File: src/include/apb_subsystem_config.svh
// Address map, bus widths and peripheral sizes of the APB subsystem
// Included by the RTL and the testbench wherever a width or map constant is needed
`ifndef APB_SUBSYSTEM_CONFIG_SVH
`define APB_SUBSYSTEM_CONFIG_SVH

// ------------------------------
// Address map
// ------------------------------
`define APB_BASE_ADDR    32'h0080_0000 // Start of peripheral window
`define APB_SLOT_SHIFT   16            // 64 KB per slot
`define APB_NUM_SLOTS    9             // Slots 0..8 as in the full map
`define APB_SLOT_WIDTH   4             // Slot number bits
`define APB_OFFSET_WIDTH 8             // Register offset bits seen by peripherals

// ------------------------------
// Bus and peripheral widths
// ------------------------------
`define APB_DATA_WIDTH   32
`define GPIO_WIDTH       16
`define TIMER_WIDTH      16

// Interrupt sources
`define NUM_EXT_IRQS     5             // DMA, MAC0..MAC3
`define NUM_IRQ_SRC      7             // GPIO, timer, then the external ones

`endif

File: src/logic/apb_subsystem_pkg.sv
// Shared types of the APB subsystem
// Bridge FSM states, slot numbers and register offsets of each peripheral
`default_nettype none

`include "apb_subsystem_config.svh"

package apb_subsystem_pkg;

  // AHB to APB bridge phases
  typedef enum logic [1:0] {
    IDLE,   // No transfer in flight
    SETUP,  // APB setup phase, hready low
    ACCESS  // APB access phase, hready high
  } bridge_state_e;

  // Peripheral slots in the window
  typedef enum logic [`APB_SLOT_WIDTH-1:0] {
    SLOT_GPIO  = 4'd2,
    SLOT_TIMER = 4'd3,
    SLOT_IRQ   = 4'd6
  } apb_slot_e;

  // GPIO register offsets
  typedef enum logic [`APB_OFFSET_WIDTH-1:0] {
    GPIO_OUT  = 8'h00,
    GPIO_OE   = 8'h04,
    GPIO_IN   = 8'h08,
    GPIO_MASK = 8'h0C,
    GPIO_STAT = 8'h10
  } gpio_reg_e;

  // Timer register offsets
  typedef enum logic [`APB_OFFSET_WIDTH-1:0] {
    TMR_CTRL  = 8'h00, // Bit0 enable, bit1 interrupt enable
    TMR_LOAD  = 8'h04,
    TMR_COUNT = 8'h08,
    TMR_STAT  = 8'h0C
  } timer_reg_e;

  // Interrupt collector register offsets
  typedef enum logic [`APB_OFFSET_WIDTH-1:0] {
    IRQ_RAW       = 8'h00,
    IRQ_MASK      = 8'h04,
    IRQ_PEND      = 8'h08,
    IRQ_HIBERNATE = 8'h0C // Bit0 only
  } irq_reg_e;

endpackage

`default_nettype wire

File: src/logic/apb_if.sv
// APB bus segment without pready, one instance per segment
// Master modport sits on the requesting side, slave modport returns read data
`timescale 1ns/10ps
`default_nettype none

`include "apb_subsystem_config.svh"

interface apb_if #(
  parameter int ADDR_WIDTH = `APB_OFFSET_WIDTH // Full 32 bits on the bridge segment
);

  logic                       psel;    // Slot select
  logic                       penable; // High in access phase
  logic                       pwrite;  // 1 = write
  logic [ADDR_WIDTH-1:0]      paddr;
  logic [`APB_DATA_WIDTH-1:0] pwdata;
  logic [`APB_DATA_WIDTH-1:0] prdata;  // Combinational from the slave

  modport master (output psel, penable, pwrite, paddr, pwdata, input prdata);
  modport slave  (input psel, penable, pwrite, paddr, pwdata, output prdata);

endinterface

`default_nettype wire

File: src/logic/ahb_apb_bridge.sv
// AHB-lite slave front end, each word transfer becomes one APB setup and access
// Data phase is always two cycles, hready low in setup and high in access
`timescale 1ns/10ps
`default_nettype none

`include "apb_subsystem_config.svh"

module ahb_apb_bridge import apb_subsystem_pkg::*; (
  input  wire logic                       i_hclk,
  input  wire logic                       i_rst_n,
  input  wire logic                       i_hsel,
  input  wire logic [31:0]                i_haddr,
  input  wire logic [1:0]                 i_htrans,
  input  wire logic                       i_hwrite,
  input  wire logic [`APB_DATA_WIDTH-1:0] i_hwdata,
  input  wire logic                       i_hready_in,
  output logic      [`APB_DATA_WIDTH-1:0] o_hrdata,
  output logic                            o_hready,
  apb_if.master                           bus_m
);

  bridge_state_e              state_q;
  bridge_state_e              state_d;
  logic [31:0]                addr_q;  // Address phase capture
  logic                       write_q;
  logic [`APB_DATA_WIDTH-1:0] wdata_q; // hwdata held for access phase
  logic                       accept;

  // NONSEQ and SEQ both have htrans[1] set, IDLE and BUSY are dropped
  assign accept = i_hsel & i_hready_in & o_hready & i_htrans[1];

  // ------------------------------
  // Phase sequencing
  // ------------------------------
  always_comb begin
    state_d = state_q;
    case (state_q)
      IDLE: begin
        if (accept) begin
          state_d = SETUP;
        end
      end
      SETUP:   state_d = ACCESS;
      ACCESS:  state_d = accept ? SETUP : IDLE; // Back to back transfers
      default: state_d = IDLE;
    endcase
  end

  always_ff @(posedge i_hclk) begin
    if (!i_rst_n) begin
      state_q <= IDLE;
    end else begin
      state_q <= state_d;
    end
  end

  // Address, direction and write data capture
  always_ff @(posedge i_hclk) begin
    if (accept) begin
      addr_q  <= i_haddr;
      write_q <= i_hwrite;
    end
    if (state_q == SETUP) begin
      wdata_q <= i_hwdata; // Sampled in setup
    end
  end

  // ------------------------------
  // APB side
  // ------------------------------
  assign bus_m.psel    = (state_q != IDLE);
  assign bus_m.penable = (state_q == ACCESS);
  assign bus_m.pwrite  = write_q;
  assign bus_m.paddr   = addr_q;
  assign bus_m.pwdata  = (state_q == SETUP) ? i_hwdata : wdata_q;

  // AHB response
  assign o_hready = (state_q != SETUP); // Only back-pressure
  assign o_hrdata = (state_q == ACCESS && !write_q) ? bus_m.prdata : '0;

endmodule

`default_nettype wire

File: src/logic/apb_decoder.sv
// Slot decoder for the peripheral window
// Raises one psel, fans out the shared APB signals and muxes read data back
`timescale 1ns/10ps
`default_nettype none

`include "apb_subsystem_config.svh"

module apb_decoder import apb_subsystem_pkg::*; (
  apb_if.slave  bus_m,  // From bridge, full address
  apb_if.master gpio_s, // Slot 2
  apb_if.master tmr_s,  // Slot 3
  apb_if.master irq_s   // Slot 6
);

  localparam logic [31:0] BASE = `APB_BASE_ADDR;
  localparam int          HI_W = 32 - `APB_SLOT_SHIFT; // Slot field and above

  logic [HI_W-1:0] slot_idx;  // Slot count from the base
  logic            in_window;
  apb_slot_e       slot;

  // Below the base wraps to a large value and falls outside
  assign slot_idx  = bus_m.paddr[31:`APB_SLOT_SHIFT] - BASE[31:`APB_SLOT_SHIFT];
  assign in_window = (slot_idx < `APB_NUM_SLOTS);
  assign slot      = apb_slot_e'(slot_idx[`APB_SLOT_WIDTH-1:0]);

  // One-hot select, unused slots get nothing
  assign gpio_s.psel = bus_m.psel & in_window & (slot == SLOT_GPIO);
  assign tmr_s.psel  = bus_m.psel & in_window & (slot == SLOT_TIMER);
  assign irq_s.psel  = bus_m.psel & in_window & (slot == SLOT_IRQ);

  // Shared controls and low offset bits
  assign gpio_s.penable = bus_m.penable;
  assign tmr_s.penable  = bus_m.penable;
  assign irq_s.penable  = bus_m.penable;
  assign gpio_s.pwrite  = bus_m.pwrite;
  assign tmr_s.pwrite   = bus_m.pwrite;
  assign irq_s.pwrite   = bus_m.pwrite;
  assign gpio_s.paddr   = bus_m.paddr[`APB_OFFSET_WIDTH-1:0];
  assign tmr_s.paddr    = bus_m.paddr[`APB_OFFSET_WIDTH-1:0];
  assign irq_s.paddr    = bus_m.paddr[`APB_OFFSET_WIDTH-1:0];
  assign gpio_s.pwdata  = bus_m.pwdata;
  assign tmr_s.pwdata   = bus_m.pwdata;
  assign irq_s.pwdata   = bus_m.pwdata;

  // Read data return, unmatched slots read zero
  always_comb begin
    bus_m.prdata = '0;
    if (in_window) begin
      case (slot)
        SLOT_GPIO:  bus_m.prdata = gpio_s.prdata;
        SLOT_TIMER: bus_m.prdata = tmr_s.prdata;
        SLOT_IRQ:   bus_m.prdata = irq_s.prdata;
        default:    bus_m.prdata = '0;
      endcase
    end
  end

endmodule

`default_nettype wire

File: src/logic/apb_subsystem.sv
// Top level of the APB peripheral subsystem behind an AHB-lite slave port
// Bridge, slot decoder, GPIO, interval timer and interrupt collector
`timescale 1ns/10ps
`default_nettype none

`include "apb_subsystem_config.svh"

module apb_subsystem (
  input  wire logic                       i_hclk,
  input  wire logic                       i_rst_n,
  // AHB-lite slave
  input  wire logic                       i_hsel,
  input  wire logic [31:0]                i_haddr,
  input  wire logic [1:0]                 i_htrans,
  input  wire logic                       i_hwrite,
  input  wire logic [`APB_DATA_WIDTH-1:0] i_hwdata,
  input  wire logic                       i_hready_in,
  output logic      [`APB_DATA_WIDTH-1:0] o_hrdata,
  output logic                            o_hready,
  // GPIO pins
  input  wire logic [`GPIO_WIDTH-1:0]     i_gpio_pin,
  output logic      [`GPIO_WIDTH-1:0]     o_gpio_pin,
  output logic      [`GPIO_WIDTH-1:0]     o_gpio_n_oe,
  // Interrupts and wake-up
  output logic                            o_gpio_irq,
  output logic                            o_timer_irq,
  input  wire logic [`NUM_EXT_IRQS-1:0]   i_ext_irq,
  output logic                            o_irq,
  output logic                            o_wake
);

  // ------------------------------
  // Bus segments
  // ------------------------------
  apb_if #(.ADDR_WIDTH(32)) bus_m ();  // Bridge to decoder, full address
  apb_if                    gpio_s (); // Offset only on peripheral side
  apb_if                    tmr_s ();
  apb_if                    irq_s ();

  ahb_apb_bridge i_ahb_apb_bridge (
    .i_hclk      (i_hclk),
    .i_rst_n     (i_rst_n),
    .i_hsel      (i_hsel),
    .i_haddr     (i_haddr),
    .i_htrans    (i_htrans),
    .i_hwrite    (i_hwrite),
    .i_hwdata    (i_hwdata),
    .i_hready_in (i_hready_in),
    .o_hrdata    (o_hrdata),
    .o_hready    (o_hready),
    .bus_m       (bus_m)
  );

  apb_decoder i_apb_decoder (
    .bus_m  (bus_m),
    .gpio_s (gpio_s),
    .tmr_s  (tmr_s),
    .irq_s  (irq_s)
  );

  // ------------------------------
  // Peripherals
  // ------------------------------
  gpio_regs i_gpio_regs (
    .i_hclk      (i_hclk),
    .i_rst_n     (i_rst_n),
    .gpio_s      (gpio_s),
    .i_gpio_pin  (i_gpio_pin),
    .o_gpio_pin  (o_gpio_pin),
    .o_gpio_n_oe (o_gpio_n_oe),
    .o_gpio_irq  (o_gpio_irq)  // Also feeds the collector
  );

  timer_unit i_timer_unit (
    .i_hclk      (i_hclk),
    .i_rst_n     (i_rst_n),
    .tmr_s       (tmr_s),
    .o_timer_irq (o_timer_irq)
  );

  irq_ctrl i_irq_ctrl (
    .i_hclk      (i_hclk),
    .i_rst_n     (i_rst_n),
    .irq_s       (irq_s),
    .i_gpio_irq  (o_gpio_irq),
    .i_timer_irq (o_timer_irq),
    .i_ext_irq   (i_ext_irq),
    .o_irq       (o_irq),
    .o_wake      (o_wake)
  );

endmodule

`default_nettype wire

File: src/logic/gpio_regs.sv
// GPIO block with output, output enable, synchronized inputs and change interrupt
// Status bits are sticky and cleared by writing 1
`timescale 1ns/10ps
`default_nettype none

`include "apb_subsystem_config.svh"

module gpio_regs import apb_subsystem_pkg::*; (
  input  wire logic                  i_hclk,
  input  wire logic                  i_rst_n,
  apb_if.slave                       gpio_s,
  input  wire logic [`GPIO_WIDTH-1:0] i_gpio_pin,
  output logic      [`GPIO_WIDTH-1:0] o_gpio_pin,
  output logic      [`GPIO_WIDTH-1:0] o_gpio_n_oe, // Active low enable
  output logic                        o_gpio_irq
);

  localparam int PAD = `APB_DATA_WIDTH - `GPIO_WIDTH;

  logic [`GPIO_WIDTH-1:0] out_q;
  logic [`GPIO_WIDTH-1:0] oe_q;    // 1 = pin driven
  logic [`GPIO_WIDTH-1:0] mask_q;
  logic [`GPIO_WIDTH-1:0] stat_q;
  logic [`GPIO_WIDTH-1:0] sync1_q; // First sync stage
  logic [`GPIO_WIDTH-1:0] sync2_q; // GPIO_IN value
  logic [`GPIO_WIDTH-1:0] prev_q;  // Last GPIO_IN for edge detect
  logic [`GPIO_WIDTH-1:0] change;
  logic [`GPIO_WIDTH-1:0] stat_clr;
  logic [`GPIO_WIDTH-1:0] wdata;
  logic                   wr_en;
  gpio_reg_e              reg_sel;

  assign wr_en    = gpio_s.psel & gpio_s.penable & gpio_s.pwrite; // End of access
  assign reg_sel  = gpio_reg_e'(gpio_s.paddr);
  assign wdata    = gpio_s.pwdata[`GPIO_WIDTH-1:0];
  assign change   = sync2_q ^ prev_q;
  assign stat_clr = (wr_en && reg_sel == GPIO_STAT) ? wdata : '0;

  always_ff @(posedge i_hclk) begin
    if (!i_rst_n) begin
      out_q   <= '0;
      oe_q    <= '0;
      mask_q  <= '0;
      stat_q  <= '0;
      sync1_q <= '0;
      sync2_q <= '0;
      prev_q  <= '0;
    end else begin
      sync1_q <= i_gpio_pin;
      sync2_q <= sync1_q;
      prev_q  <= sync2_q;
      stat_q  <= (stat_q & ~stat_clr) | change; // New change wins over clear
      if (wr_en && reg_sel == GPIO_OUT) begin
        out_q <= wdata;
      end
      if (wr_en && reg_sel == GPIO_OE) begin
        oe_q <= wdata;
      end
      if (wr_en && reg_sel == GPIO_MASK) begin
        mask_q <= wdata;
      end
    end
  end

  // Register read mux
  always_comb begin
    case (reg_sel)
      GPIO_OUT:  gpio_s.prdata = {{PAD{1'b0}}, out_q};
      GPIO_OE:   gpio_s.prdata = {{PAD{1'b0}}, oe_q};
      GPIO_IN:   gpio_s.prdata = {{PAD{1'b0}}, sync2_q};
      GPIO_MASK: gpio_s.prdata = {{PAD{1'b0}}, mask_q};
      GPIO_STAT: gpio_s.prdata = {{PAD{1'b0}}, stat_q};
      default:   gpio_s.prdata = '0;
    endcase
  end

  assign o_gpio_pin  = out_q;
  assign o_gpio_n_oe = ~oe_q;              // All 1s out of reset
  assign o_gpio_irq  = |(stat_q & mask_q);

endmodule

`default_nettype wire

File: src/logic/irq_ctrl.sv
// Interrupt collector, masks the seven sources into one combined interrupt
// Also raises the wake-up request, GPIO only while the hibernate flag is set
`timescale 1ns/10ps
`default_nettype none

`include "apb_subsystem_config.svh"

module irq_ctrl import apb_subsystem_pkg::*; (
  input  wire logic                     i_hclk,
  input  wire logic                     i_rst_n,
  apb_if.slave                          irq_s,
  input  wire logic                     i_gpio_irq,
  input  wire logic                     i_timer_irq,
  input  wire logic [`NUM_EXT_IRQS-1:0] i_ext_irq, // DMA, MAC0..MAC3
  output logic                          o_irq,
  output logic                          o_wake
);

  localparam int PAD = `APB_DATA_WIDTH - `NUM_IRQ_SRC;

  logic [`NUM_IRQ_SRC-1:0] raw_src; // Bit0 GPIO, bit1 timer, then external
  logic [`NUM_IRQ_SRC-1:0] mask_q;
  logic [`NUM_IRQ_SRC-1:0] pend;
  logic                    hib_q;   // Hibernate flag
  logic                    wr_en;
  irq_reg_e                reg_sel;

  assign raw_src = {i_ext_irq, i_timer_irq, i_gpio_irq};
  assign pend    = raw_src & mask_q;
  assign wr_en   = irq_s.psel & irq_s.penable & irq_s.pwrite;
  assign reg_sel = irq_reg_e'(irq_s.paddr);

  always_ff @(posedge i_hclk) begin
    if (!i_rst_n) begin
      mask_q <= '0;
      hib_q  <= 1'b0;
      o_wake <= 1'b0;
    end else begin
      if (wr_en && reg_sel == IRQ_MASK) begin
        mask_q <= irq_s.pwdata[`NUM_IRQ_SRC-1:0];
      end
      if (wr_en && reg_sel == IRQ_HIBERNATE) begin
        hib_q <= irq_s.pwdata[0];
      end
      // Hibernation only wakes on GPIO, sleep wakes on any raw source
      o_wake <= hib_q ? i_gpio_irq : |raw_src;
    end
  end

  always_comb begin
    case (reg_sel)
      IRQ_RAW:       irq_s.prdata = {{PAD{1'b0}}, raw_src};
      IRQ_MASK:      irq_s.prdata = {{PAD{1'b0}}, mask_q};
      IRQ_PEND:      irq_s.prdata = {{PAD{1'b0}}, pend};
      IRQ_HIBERNATE: irq_s.prdata = {{(`APB_DATA_WIDTH-1){1'b0}}, hib_q};
      default:       irq_s.prdata = '0;
    endcase
  end

  assign o_irq = |pend; // Unmasked sources only

endmodule

`default_nettype wire

File: src/logic/timer_unit.sv
// Interval timer, one down counter that reloads from LOAD on reaching zero
// Each reload sets a sticky status bit, cleared by writing 1
`timescale 1ns/10ps
`default_nettype none

`include "apb_subsystem_config.svh"

module timer_unit import apb_subsystem_pkg::*; (
  input  wire logic i_hclk,
  input  wire logic i_rst_n,
  apb_if.slave      tmr_s,
  output logic      o_timer_irq
);

  localparam int PAD = `APB_DATA_WIDTH - `TIMER_WIDTH;

  logic [1:0]              ctrl_q;  // Bit1 irq enable, bit0 count enable
  logic [`TIMER_WIDTH-1:0] load_q;
  logic [`TIMER_WIDTH-1:0] count_q;
  logic                    stat_q;
  logic                    wr_en;
  logic                    load_wr;
  logic                    tick;    // Period end
  logic                    stat_clr;
  timer_reg_e              reg_sel;

  assign wr_en    = tmr_s.psel & tmr_s.penable & tmr_s.pwrite;
  assign reg_sel  = timer_reg_e'(tmr_s.paddr);
  assign load_wr  = wr_en && reg_sel == TMR_LOAD;
  assign stat_clr = wr_en && reg_sel == TMR_STAT && tmr_s.pwdata[0];
  assign tick     = ctrl_q[0] && count_q == '0 && !load_wr; // Every LOAD+1 cycles

  always_ff @(posedge i_hclk) begin
    if (!i_rst_n) begin
      ctrl_q  <= '0;
      load_q  <= '0;
      count_q <= '0;
      stat_q  <= 1'b0;
    end else begin
      if (wr_en && reg_sel == TMR_CTRL) begin
        ctrl_q <= tmr_s.pwdata[1:0];
      end
      // New LOAD restarts the count so COUNT stays within LOAD
      if (load_wr) begin
        load_q  <= tmr_s.pwdata[`TIMER_WIDTH-1:0];
        count_q <= tmr_s.pwdata[`TIMER_WIDTH-1:0];
      end else if (ctrl_q[0]) begin
        count_q <= (count_q == '0) ? load_q : count_q - 1'b1;
      end
      stat_q <= (stat_q & ~stat_clr) | tick;
    end
  end

  always_comb begin
    case (reg_sel)
      TMR_CTRL:  tmr_s.prdata = {{(`APB_DATA_WIDTH-2){1'b0}}, ctrl_q};
      TMR_LOAD:  tmr_s.prdata = {{PAD{1'b0}}, load_q};
      TMR_COUNT: tmr_s.prdata = {{PAD{1'b0}}, count_q};
      TMR_STAT:  tmr_s.prdata = {{(`APB_DATA_WIDTH-1){1'b0}}, stat_q};
      default:   tmr_s.prdata = '0;
    endcase
  end

  assign o_timer_irq = stat_q & ctrl_q[1];

endmodule

`default_nettype wire

File: config.mk
export PLATFORM = sky130hd
export DESIGN_NAME = apb_subsystem
export DESIGN_NICKNAME = d
export VERILOG_FILES = /design/src/logic/apb_subsystem_pkg.sv /design/src/logic/apb_if.sv /design/src/logic/ahb_apb_bridge.sv /design/src/logic/apb_decoder.sv /design/src/logic/apb_subsystem.sv /design/src/logic/gpio_regs.sv /design/src/logic/irq_ctrl.sv /design/src/logic/timer_unit.sv
export VERILOG_INCLUDE_DIRS = /design/src /design/src/include
export SDC_FILE = /design/constraint.sdc
export NUM_CORES = 1
export LEC_CHECK = 0
export ABC_CLOCK_PERIOD_IN_PS = 2600
export CAP_MARGIN = 15
export CORE_MARGIN = 5
export CORE_UTILIZATION = 40
export CTS_CLUSTER_SIZE = 16
export DETAILED_ROUTE_END_ITERATION = 10
export DONT_BUFFER_PORTS = 1
export PLACE_DENSITY = 0.58
export SETUP_SLACK_MARGIN = 0.02
export SYNTH_ARGS = -nofsm -noshare
export SYNTH_HDL_FRONTEND = slang
export SYNTH_HIERARCHICAL = 1
export SYNTH_SLANG_ARGS = --single-unit
File: constraint.sdc
create_clock -name i_hclk -period 2.6 [get_ports i_hclk]
set_clock_uncertainty 0.1 [all_clocks]
set_input_delay 0.26 -clock i_hclk [delete_from_list [all_inputs] [get_ports i_hclk]]
set_output_delay 0.26 -clock i_hclk [all_outputs]
set_load 0.05 [all_outputs]
==> impl_metrics.ini, run 1 <==
[outcome]
outcome = finished with violations
failed_checks = setup timing

[worst_setup_path]
critPathMaxStageDelay_ns = 0.42
cp_slowest_cell = edfxtp_1
worstPathArrival_ns = 2.75
path_class = register to primary output
crit_path_cell_trace = buf_6, nor4_4, nand2_2, nor3b_4, buf_4, buf_6, a22o_1, a222oi_1, nor3_1, and2_2, buf_12
cp_data_required_time_ns = 2.24
cp-end-kind = primary output
crit_top_cell = buf_6
start_kind = register
path_max_fanout = 5

[clocking]
clock_latency_ns = 0.43
cts.htree.levels = 4
clkTransAtPathRegs_ns = 0.08
cts_buffer_depth = 2
cts_buffers = 17
cts_tree = done
cts.sinks = 199
cts_root_buf = clkbuf_16

[routing]
routed_wl_um = 31600
drc = 0
routed_via_density = 5.33
wire_per_inst_um = 19.5
drt_pass1_iterations = 9
via_count = 8643
drtIter0Drc = 812
ant_nets = 0

[grt]
grt_max_degree = 142
grt_pass1_vias = 8139
antenna_found_initial = 1
grt_pass1_wl_um = 46200
overflow = 0
track_usage = 0.188

[flow_run]
max-cap-violations = 0

[place]
port_buffers = 0
place_inst = 1485
dpl.hpwl_um = 20700
gp_congestion = 0.884

[die]
core_area_um2 = 27000
dieArea_um2 = 30900
start_util = 0.407
die_x_um = 176
rows = 60
die_y_um = 176
ioPinCount = 161

[min_path]
worst_hold_path_type = input port to register

[cells_and_area]
stdcell_count = 1621
largest_reg_flops = 24
final_layout_size_suffix_gt1_frac = 0.238
final_common_cell = dfxtp_1
num_antenna_cells = 0
nets = 1362
layout_common_cells = dfxtp_1 (171), nand2_1 (129), buf_4 (80)
area_delta_synth_final_pct = 21.4

[power]
vdd_drop_max_mv = 0.414
p_leak_nw = 5.20
power_density_nw_per_um2 = 489

[sta]
rsz0062_at_grt = yes
final.setup.tns_ns = -7.83
tightestPinTransition_ns = 0.814
maxClockFrequency_mhz = 322
setup_viol = 40
hold_viol = 0
layout_setup_ws_ns = -0.509
fin_crit_sh = 1.20
post-route-min-period_ns = 3.11
drv_slew = 0
max_slew_margin = 0.454

[synthesis]
yosysWarnings = 6
syn_area_per_cell_um2 = 9.15
syn-cell-area_um2 = 11000
synthCells = 1202
==> final timing paths <==
check	start	end	slack [ns]	cells after the start
max	i_ahb_apb_bridge/bus_m.paddr[4]$_DFFE_PP_	o_hrdata[8]	-0.51	11
min	i_hwdata[3]	i_ahb_apb_bridge/wdata_q[3]$_DFF_P_	0.04	1
min reg2reg	i_gpio_regs/sync1_q[6]$_SDFF_PN0_	i_gpio_regs/sync2_q[6]$_SDFF_PN0_	0.33	1
max reg2reg	i_ahb_apb_bridge/bus_m.paddr[23]$_DFFE_PP_	i_timer_unit/count_q[13]$_SDFFE_PN0P_	-0.06	11
==> report_power, final <==
group	leakage, nW	total [W]	internal [W]	switching, W
clock network	0.275	0.00255	0.00127	0.00128
registers	1.65	0.00329	0.00323	0.0000622
logic	3.27	0.000676	0.000290	0.000386
total	5.20	0.00652	0.00479	0.00173
==> metal layers <==
metal | wire length [um] | vias up | track usage
met5 | 13 | - | 0
met4 | 857 | 2 | 0.0578
met3 | 1860 | 55 | 0.0308
met2 | 15000 | 276 | 0.314
met1 | 13800 | 4120 | 0.251
li1 | - | 4190 | -
==> repair_timing <==
action	CTS	global route
setup buffers	9	16
cloned	0	7
pin swaps	20	27
hold buffers	71	0
endpoints found under the hold margin	169	0
resized for setup	31	80
endpoints found under the setup margin	62	103
==> layout make-up <==
cell class	count	area (um^2)
fillers	2475	13700
multi-input cells	813	5750
flip-flops and latches	199	4240
repair buffers	204	2240
well taps	341	427
clock buffers	17	425
clock inverters	15	140
inverters	32	120
==> worst max-delay path: cells and delay by family (launching register included) <==
| family | cells | cell delay, ns |
|---|---|---|
| buf+inv | 4 | 0.55 |
| compound gates | 2 | 0.25 |
| simple gates | 5 | 1.09 |
| flops | 1 | 0.42 |
==> metrics by stage <==
| step | area (um^2) | utilization | total power, W | hold slack [ns] | worst slack (ns) |
|---|---|---|---|---|---|
| after floorplan | 11300 | - | 0.00399 | 0.259 | -0.000577 |
| after global placement | 11300 | 0.418 | 0.00386 | 0.259 | -0.0635 |
| after detailed placement | 11300 | 0.418 | 0.00387 | 0.259 | -0.164 |
| after CTS | 12800 | 0.472 | 0.00653 | 0.00709 | -0.487 |
| after global routing | 13300 | 0.494 | 0.00677 | 0.00316 | -0.661 |
| final | 13300 | 0.494 | 0.00652 | 0.0371 | -0.509 |
No activity file was read; power rests on OpenSTA's default activity.
==> inputs of run 2 (changes only) <==
REMOVE_ABC_BUFFERS = 1   (was default)
==> run 2 against run 1 <==
Against the previous run:
- the run still ends with setup timing left
- cell count rose by 0.43%
- non-clock buffer count up 7
- total power rose by 0.89%
- maximum frequency hardly changed
- critical path type unchanged
- largest power group unchanged
==> impl_metrics.ini, run 2 (synthesis results as in run 1) <==
[sta]
rsz0062_at_grt = yes
layout_setup_ws_ns = -0.509
fin_crit_sh = 1.20
max_slew_margin = 0.493
setup_viol = 17
maxClockFrequency_mhz = 322
post-route-min-period_ns = 3.11
drv_slew = 0
hold_viol = 0
tightestPinTransition_ns = 0.758
hold_ws_ns = 0.0263
final.setup.tns_ns = -7.11

[die]
start_util = 0.407
dieArea_um2 = 30900
die_x_um = 176
ioPinCount = 161
die_y_um = 176
rows = 60
core_area_um2 = 27000

[routing]
wire_per_inst_um = 19.8
routed_wl_um = 32200
via_count = 8829
ant_nets = 0
drt_pass1_iterations = 7
drtIter0Drc = 741
drc = 0
routed_via_density = 5.42

[grt]
grt_max_degree = 129
grt_use_met3 = 0.0415
met1_usage = 0.266
grt_pass1_vias = 8366
antenna_found_initial = 0
track_usage = 0.197
grt_use_met2 = 0.314
grt_busiest_layer = met2
overflow = 0
grt_pass1_wl_um = 47700

[place]
place_inst = 1499
port_buffers = 0
gp_congestion = 0.913
dpl.hpwl_um = 20400
dp_slack_ns = -0.0321

[cells_and_area]
nets = 1369
fill_cells = 2494
seq_area_um2 = 4240
stdcell_count = 1628
multi_input_comb_area_um2 = 5700
final_layout_size_suffix_gt1_frac = 0.221
final_common_cell = dfxtp_1
largest_reg_flops = 24
area_delta_synth_final_pct = 21.4
post-route-util = 0.494
num_antenna_cells = 0
layout_common_cells = dfxtp_1 (173), nand2_1 (128), buf_4 (87)

[worst_setup_path]
path_max_fanout = 7
path_class = register to primary output
start_kind = register
cp-end-kind = primary output
worstPathArrival_ns = 2.75
cp_data_required_time_ns = 2.24

[outcome]
failed_checks = setup timing
outcome = finished with violations

[power]
vdd_drop_max_mv = 0.439
p_leak_nw = 5.21
power_density_nw_per_um2 = 493

[clocking]
clock_latency_ns = 0.45
cts_buffers = 17
cts.sinks = 199
clkTransAtPathRegs_ns = 0.07
cts.htree.levels = 4
cts_tree = done
cts_buffer_depth = 2
cts_root_buf = clkbuf_16

[min_path]
worst_hold_path_type = input port to register

[flow_run]
max-cap-violations = 0
==> run 2: cell types whose count changed in the layout (fill, tap and decap cells not counted), sizes merged <==
cell / previous run / this run
inv: 39 / 38
buf: 128 / 133
clkinvlp: 1 / 0
clkinv: 7 / 9
clkbuf: 23 / 21
dlygate4sd3: 70 / 74
==> run 2: final timing paths <==
kind	start	end	slack [ns]	depth (start not counted)
setup / recovery	i_ahb_apb_bridge/bus_m.paddr[4]$_DFFE_PP_	o_hrdata[14]	-0.51	10
hold reg to reg	i_gpio_regs/sync1_q[6]$_SDFF_PN0_	i_gpio_regs/sync2_q[6]$_SDFF_PN0_	0.33	1
setup reg to reg	i_ahb_apb_bridge/bus_m.paddr[23]$_DFFE_PP_	i_timer_unit/count_q[13]$_SDFFE_PN0P_	0.05	11
hold / removal	i_hwdata[1]	i_ahb_apb_bridge/wdata_q[1]$_DFF_P_	0.03	1
==> run 2: worst max-delay path, stage by stage (launching register included) <==
cell	delay (ns)
edfxtp_1	0.45
buf_6	0.16
nor4_4	0.25
nand2_2	0.16
nor3b_4	0.30
buf_6	0.19
a22o_1	0.17
a222oi_1	0.09
nor3_1	0.20
and2_4	0.20
buf_12	0.13
==> run 2: cell type report <==
type	instances	area share
clock inverters	15	0.0119
clock buffers	17	0.0319
repair buffers	211	0.172
multi-input cells	813	0.427
well taps	341	0.0320
inverters	32	0.00900
flip-flops and latches	199	0.317
==> run 2: where the power goes <==
group	switching, W	internal, W	leakage, nW
clock	0.00134	0.00129	0.284
sequential	0.0000623	0.00323	1.65
combinational	0.000371	0.000292	3.28
==> run 2: through the flow <==
| stage | cell area (um^2) | total power, W |
|---|---|---|
| 2_1_floorplan | 9740 | 0.00368 |
| 3_3_place_gp | 11400 | 0.00385 |
| 3_5_place_dp | 11400 | 0.00387 |
| 4_1_cts | 12900 | 0.00659 |
| 5_1_grt | 13400 | 0.00681 |
| 6_report | 13400 | 0.00658 |
==> run 2: what timing repair did <==
action / 4_1_cts / 5_1_grt
hold endpoints to repair: 170 / 1
gates resized for setup: 39 / 56
setup buffers: 7 / 10
pin swaps: 30 / 43
hold buffers: 74 / 1
gates cloned: 1 / 5
endpoints found under the setup margin: 21 / 82
==> run 2: per-layer routing <==
| layer | part of all wire | up-vias |
|---|---|---|
| met5 | 0 | - |
| met2 | 0.45 | 361 |
| met3 | 0.082 | 53 |
| li1 | - | 4214 |
| met1 | 0.43 | 4201 |
| met4 | 0.032 | 0 |
==> inputs of run 3 (changes only) <==
CORE_MARGIN = default   (was 5)
PLACE_DENSITY = default   (was 0.58)
==> run 3 against run 2 <==
Against the previous run:
- the run still ends with setup timing left
- critical path depth up 1
- routed wire length fell by 5.6%
- largest cell class unchanged
- die area is 8.9% lower
- core utilization fell by 0.76 points
- combinational power fell by 2%
- worst setup slack better by 0.039 ns
- via count down 2.4%
- cell count is 0.43% lower
- total power increased by 1.3%
- worst hold slack improved by 0.0068 ns
- register-to-register slack better by 0.02 ns
==> impl_metrics.ini, run 3 (synthesis results as in run 1) <==
[sta]
layout_setup_ws_ns = -0.470
post-route-min-period_ns = 3.07
drv_slew = 0
max_slew_margin = 0.617
fin_crit_sh = 1.18
tightestPinTransition_ns = 0.575
rsz0062_at_grt = yes
hold_viol = 0
final.setup.tns_ns = -7.02
setup_viol = 17
maxClockFrequency_mhz = 326

[worst_setup_path]
cp-end-kind = primary output
reg2reg_depth = 12
path_class = register to primary output
cp_slowest_cell = edfxtp_1
start_kind = register
path_max_fanout = 7
crit_path_cell_trace = buf_6, nor4_4, nand2_2, nor3b_4, buf_6, buf_8, a22o_1, a222oi_1, nor3_1, and2_1, buf_12
worstPathArrival_ns = 2.71
path_buf_inv = 4
crit_top_cell = buf_6
cpLargestDelayFamily = simple AND/OR/NAND/NOR gates
critPathMaxStageDelay_ns = 0.43
cp_data_required_time_ns = 2.24
ff2ff_setup_slack_ns = 0.07
worstReg2RegStart = i_ahb_apb_bridge/bus_m.paddr[23]$_DFFE_PP_
r2r_end = i_gpio_regs/oe_q[9]$_SDFFE_PN0P_

[cells_and_area]
fin_area_um2 = 13100
stdcell_count = 1621
largest_reg_flops = 24
final_layout_size_suffix_gt1_frac = 0.198
layout_common_cells = dfxtp_1 (172), nand2_1 (133), buf_4 (88)
nets = 1362
area_delta_synth_final_pct = 19.2
num_antenna_cells = 0
final_common_cell = dfxtp_1

[min_path]
min_to = i_irq_ctrl/o_wake$_SDFF_PN0_
hold_depth = 3
worst_hold_path_type = input port to register
hold_path.startpoint = i_ext_irq[4]

[die]
die_x_um = 168
rows = 60
die_y_um = 168
core_area_um2 = 27000
start_util = 0.408
dieArea_um2 = 28200
ioPinCount = 161

[grt]
grt_pass1_wl_um = 46700
grt_pass1_vias = 8238
overflow = 0
grt_max_degree = 140
antenna_found_initial = 0
track_usage = 0.215

[power]
vdd_drop_max_mv = 0.434
p_leak_nw = 5.09
power_w = 0.00667
power_density_nw_per_um2 = 509

[routing]
ant_nets = 0
via_count = 8613
routed_wl_um = 30400
wire_per_inst_um = 18.8
drt_pass1_iterations = 6
drc = 0
routed_via_density = 5.31
drtIter0Drc = 836

[outcome]
outcome = finished with violations
failed_checks = setup timing

[clocking]
cts_buffers = 17
clkTransAtPathRegs_ns = 0.08
clock_latency_ns = 0.45
cts.htree.levels = 4
cts.sinks = 199
cts_root_buf = clkbuf_16
cts_tree = done
cts_buffer_depth = 2

[place]
place_area_um2 = 11300
place_inst = 1496
dpl.hpwl_um = 19700
gp_congestion = 0.867
port_buffers = 0

[flow_run]
max-cap-violations = 0
## run 3: cell types whose count changed in the layout (fill, tap and decap cells not counted), moves of 3 or more
cell / change
nand2_2: -3
and2_4: -7
o21ai_2: -5
clkbuf_16: -3
buf_12: -4
o21ai_1: +3
buf_6: -5
and2_1: +7
a21oi_2: -5
nand2_1: +5
a21oi_1: +5
## run 3: worst reg2reg max path, cell delays in order (launching register included)
cell,delay (ns)
edfxtp_1,0.36
inv_1,0.05
ha_1,0.27
nor4b_4,0.24
nand2_2,0.10
buf_6,0.14
nor3_4,0.16
nand3_2,0.13
buf_6,0.16
nor4_4,0.23
buf_4,0.18
clkbuf_16,0.16
mux2i_1,0.18
## run 3: worst max-delay path by stage
stage | cells past startpoint | endpoint | slack [ns] | startpoint
3_5_place_dp | 7 | o_hrdata[0] | -0.05 | i_ahb_apb_bridge/bus_m.paddr[5]$_DFFE_PP_
3_3_place_gp | 9 | o_hrdata[11] | -0.09 | i_ahb_apb_bridge/bus_m.paddr[1]$_DFFE_PP_
2_1_floorplan | 4 | o_hrdata[1] | -1.68 | i_ahb_apb_bridge/bus_m.paddr[19]$_DFFE_PP_
5_1_grt | 11 | o_hrdata[10] | -0.64 | i_ahb_apb_bridge/bus_m.paddr[4]$_DFFE_PP_
6_report | 11 | o_hrdata[4] | -0.47 | i_ahb_apb_bridge/bus_m.paddr[4]$_DFFE_PP_
4_1_cts | 9 | o_hrdata[7] | -0.45 | i_ahb_apb_bridge/bus_m.paddr[1]$_DFFE_PP_
## run 3: cell type report
class / instances / area, um^2
Fill cell: 2527 / 13800
Multi-Input combinational cell: 813 / 5560
Sequential cell: 199 / 4240
Timing Repair Buffer: 204 / 2160
Tap cell: 341 / 427
Clock buffer: 17 / 425
Clock inverter: 15 / 179
Inverter: 32 / 120
## run 3: through the flow
step                      utilization  hold slack (ns)  setup WS, ns
after global routing            0.486           0.0453        -0.644
final                           0.486           0.0332        -0.470
after global placement          0.421            0.259       -0.0882
after detailed placement        0.421            0.259       -0.0537
after floorplan                     -            0.259         -1.68
after CTS                       0.479           0.0122        -0.452
## run 3: timing repair
| item | in CTS | in global routing |
|---|---|---|
| pin swaps | 11 | 20 |
| buffers inserted | 5 | 9 |
| setup endpoints to repair | 44 | 92 |
| hold buffers | 76 | 0 |
| hold endpoints to repair | 172 | 0 |
| gates resized for setup | 31 | 29 |
| gates cloned | 2 | 1 |
## run 3: metal layers
layer / global-route usage / wire length, um / up-vias / part of all wire
li1: - / - / 4179 / -
met1: 0.292 / 13800 / 4112 / 0.45
met2: 0.339 / 13800 / 286 / 0.45
met3: 0.0435 / 2040 / 36 / 0.067
met4: 0.0754 / 773 / 0 / 0.025
met5: 0 / 0 / - / 0
## run 3: power by group
group / switching [W] / internal (W) / leakage (nW)
logic: 0.000358 / 0.000290 / 3.15
clock network: 0.00134 / 0.00138 / 0.293
registers: 0.0000610 / 0.00323 / 1.65
total: 0.00176 / 0.00490 / 5.09
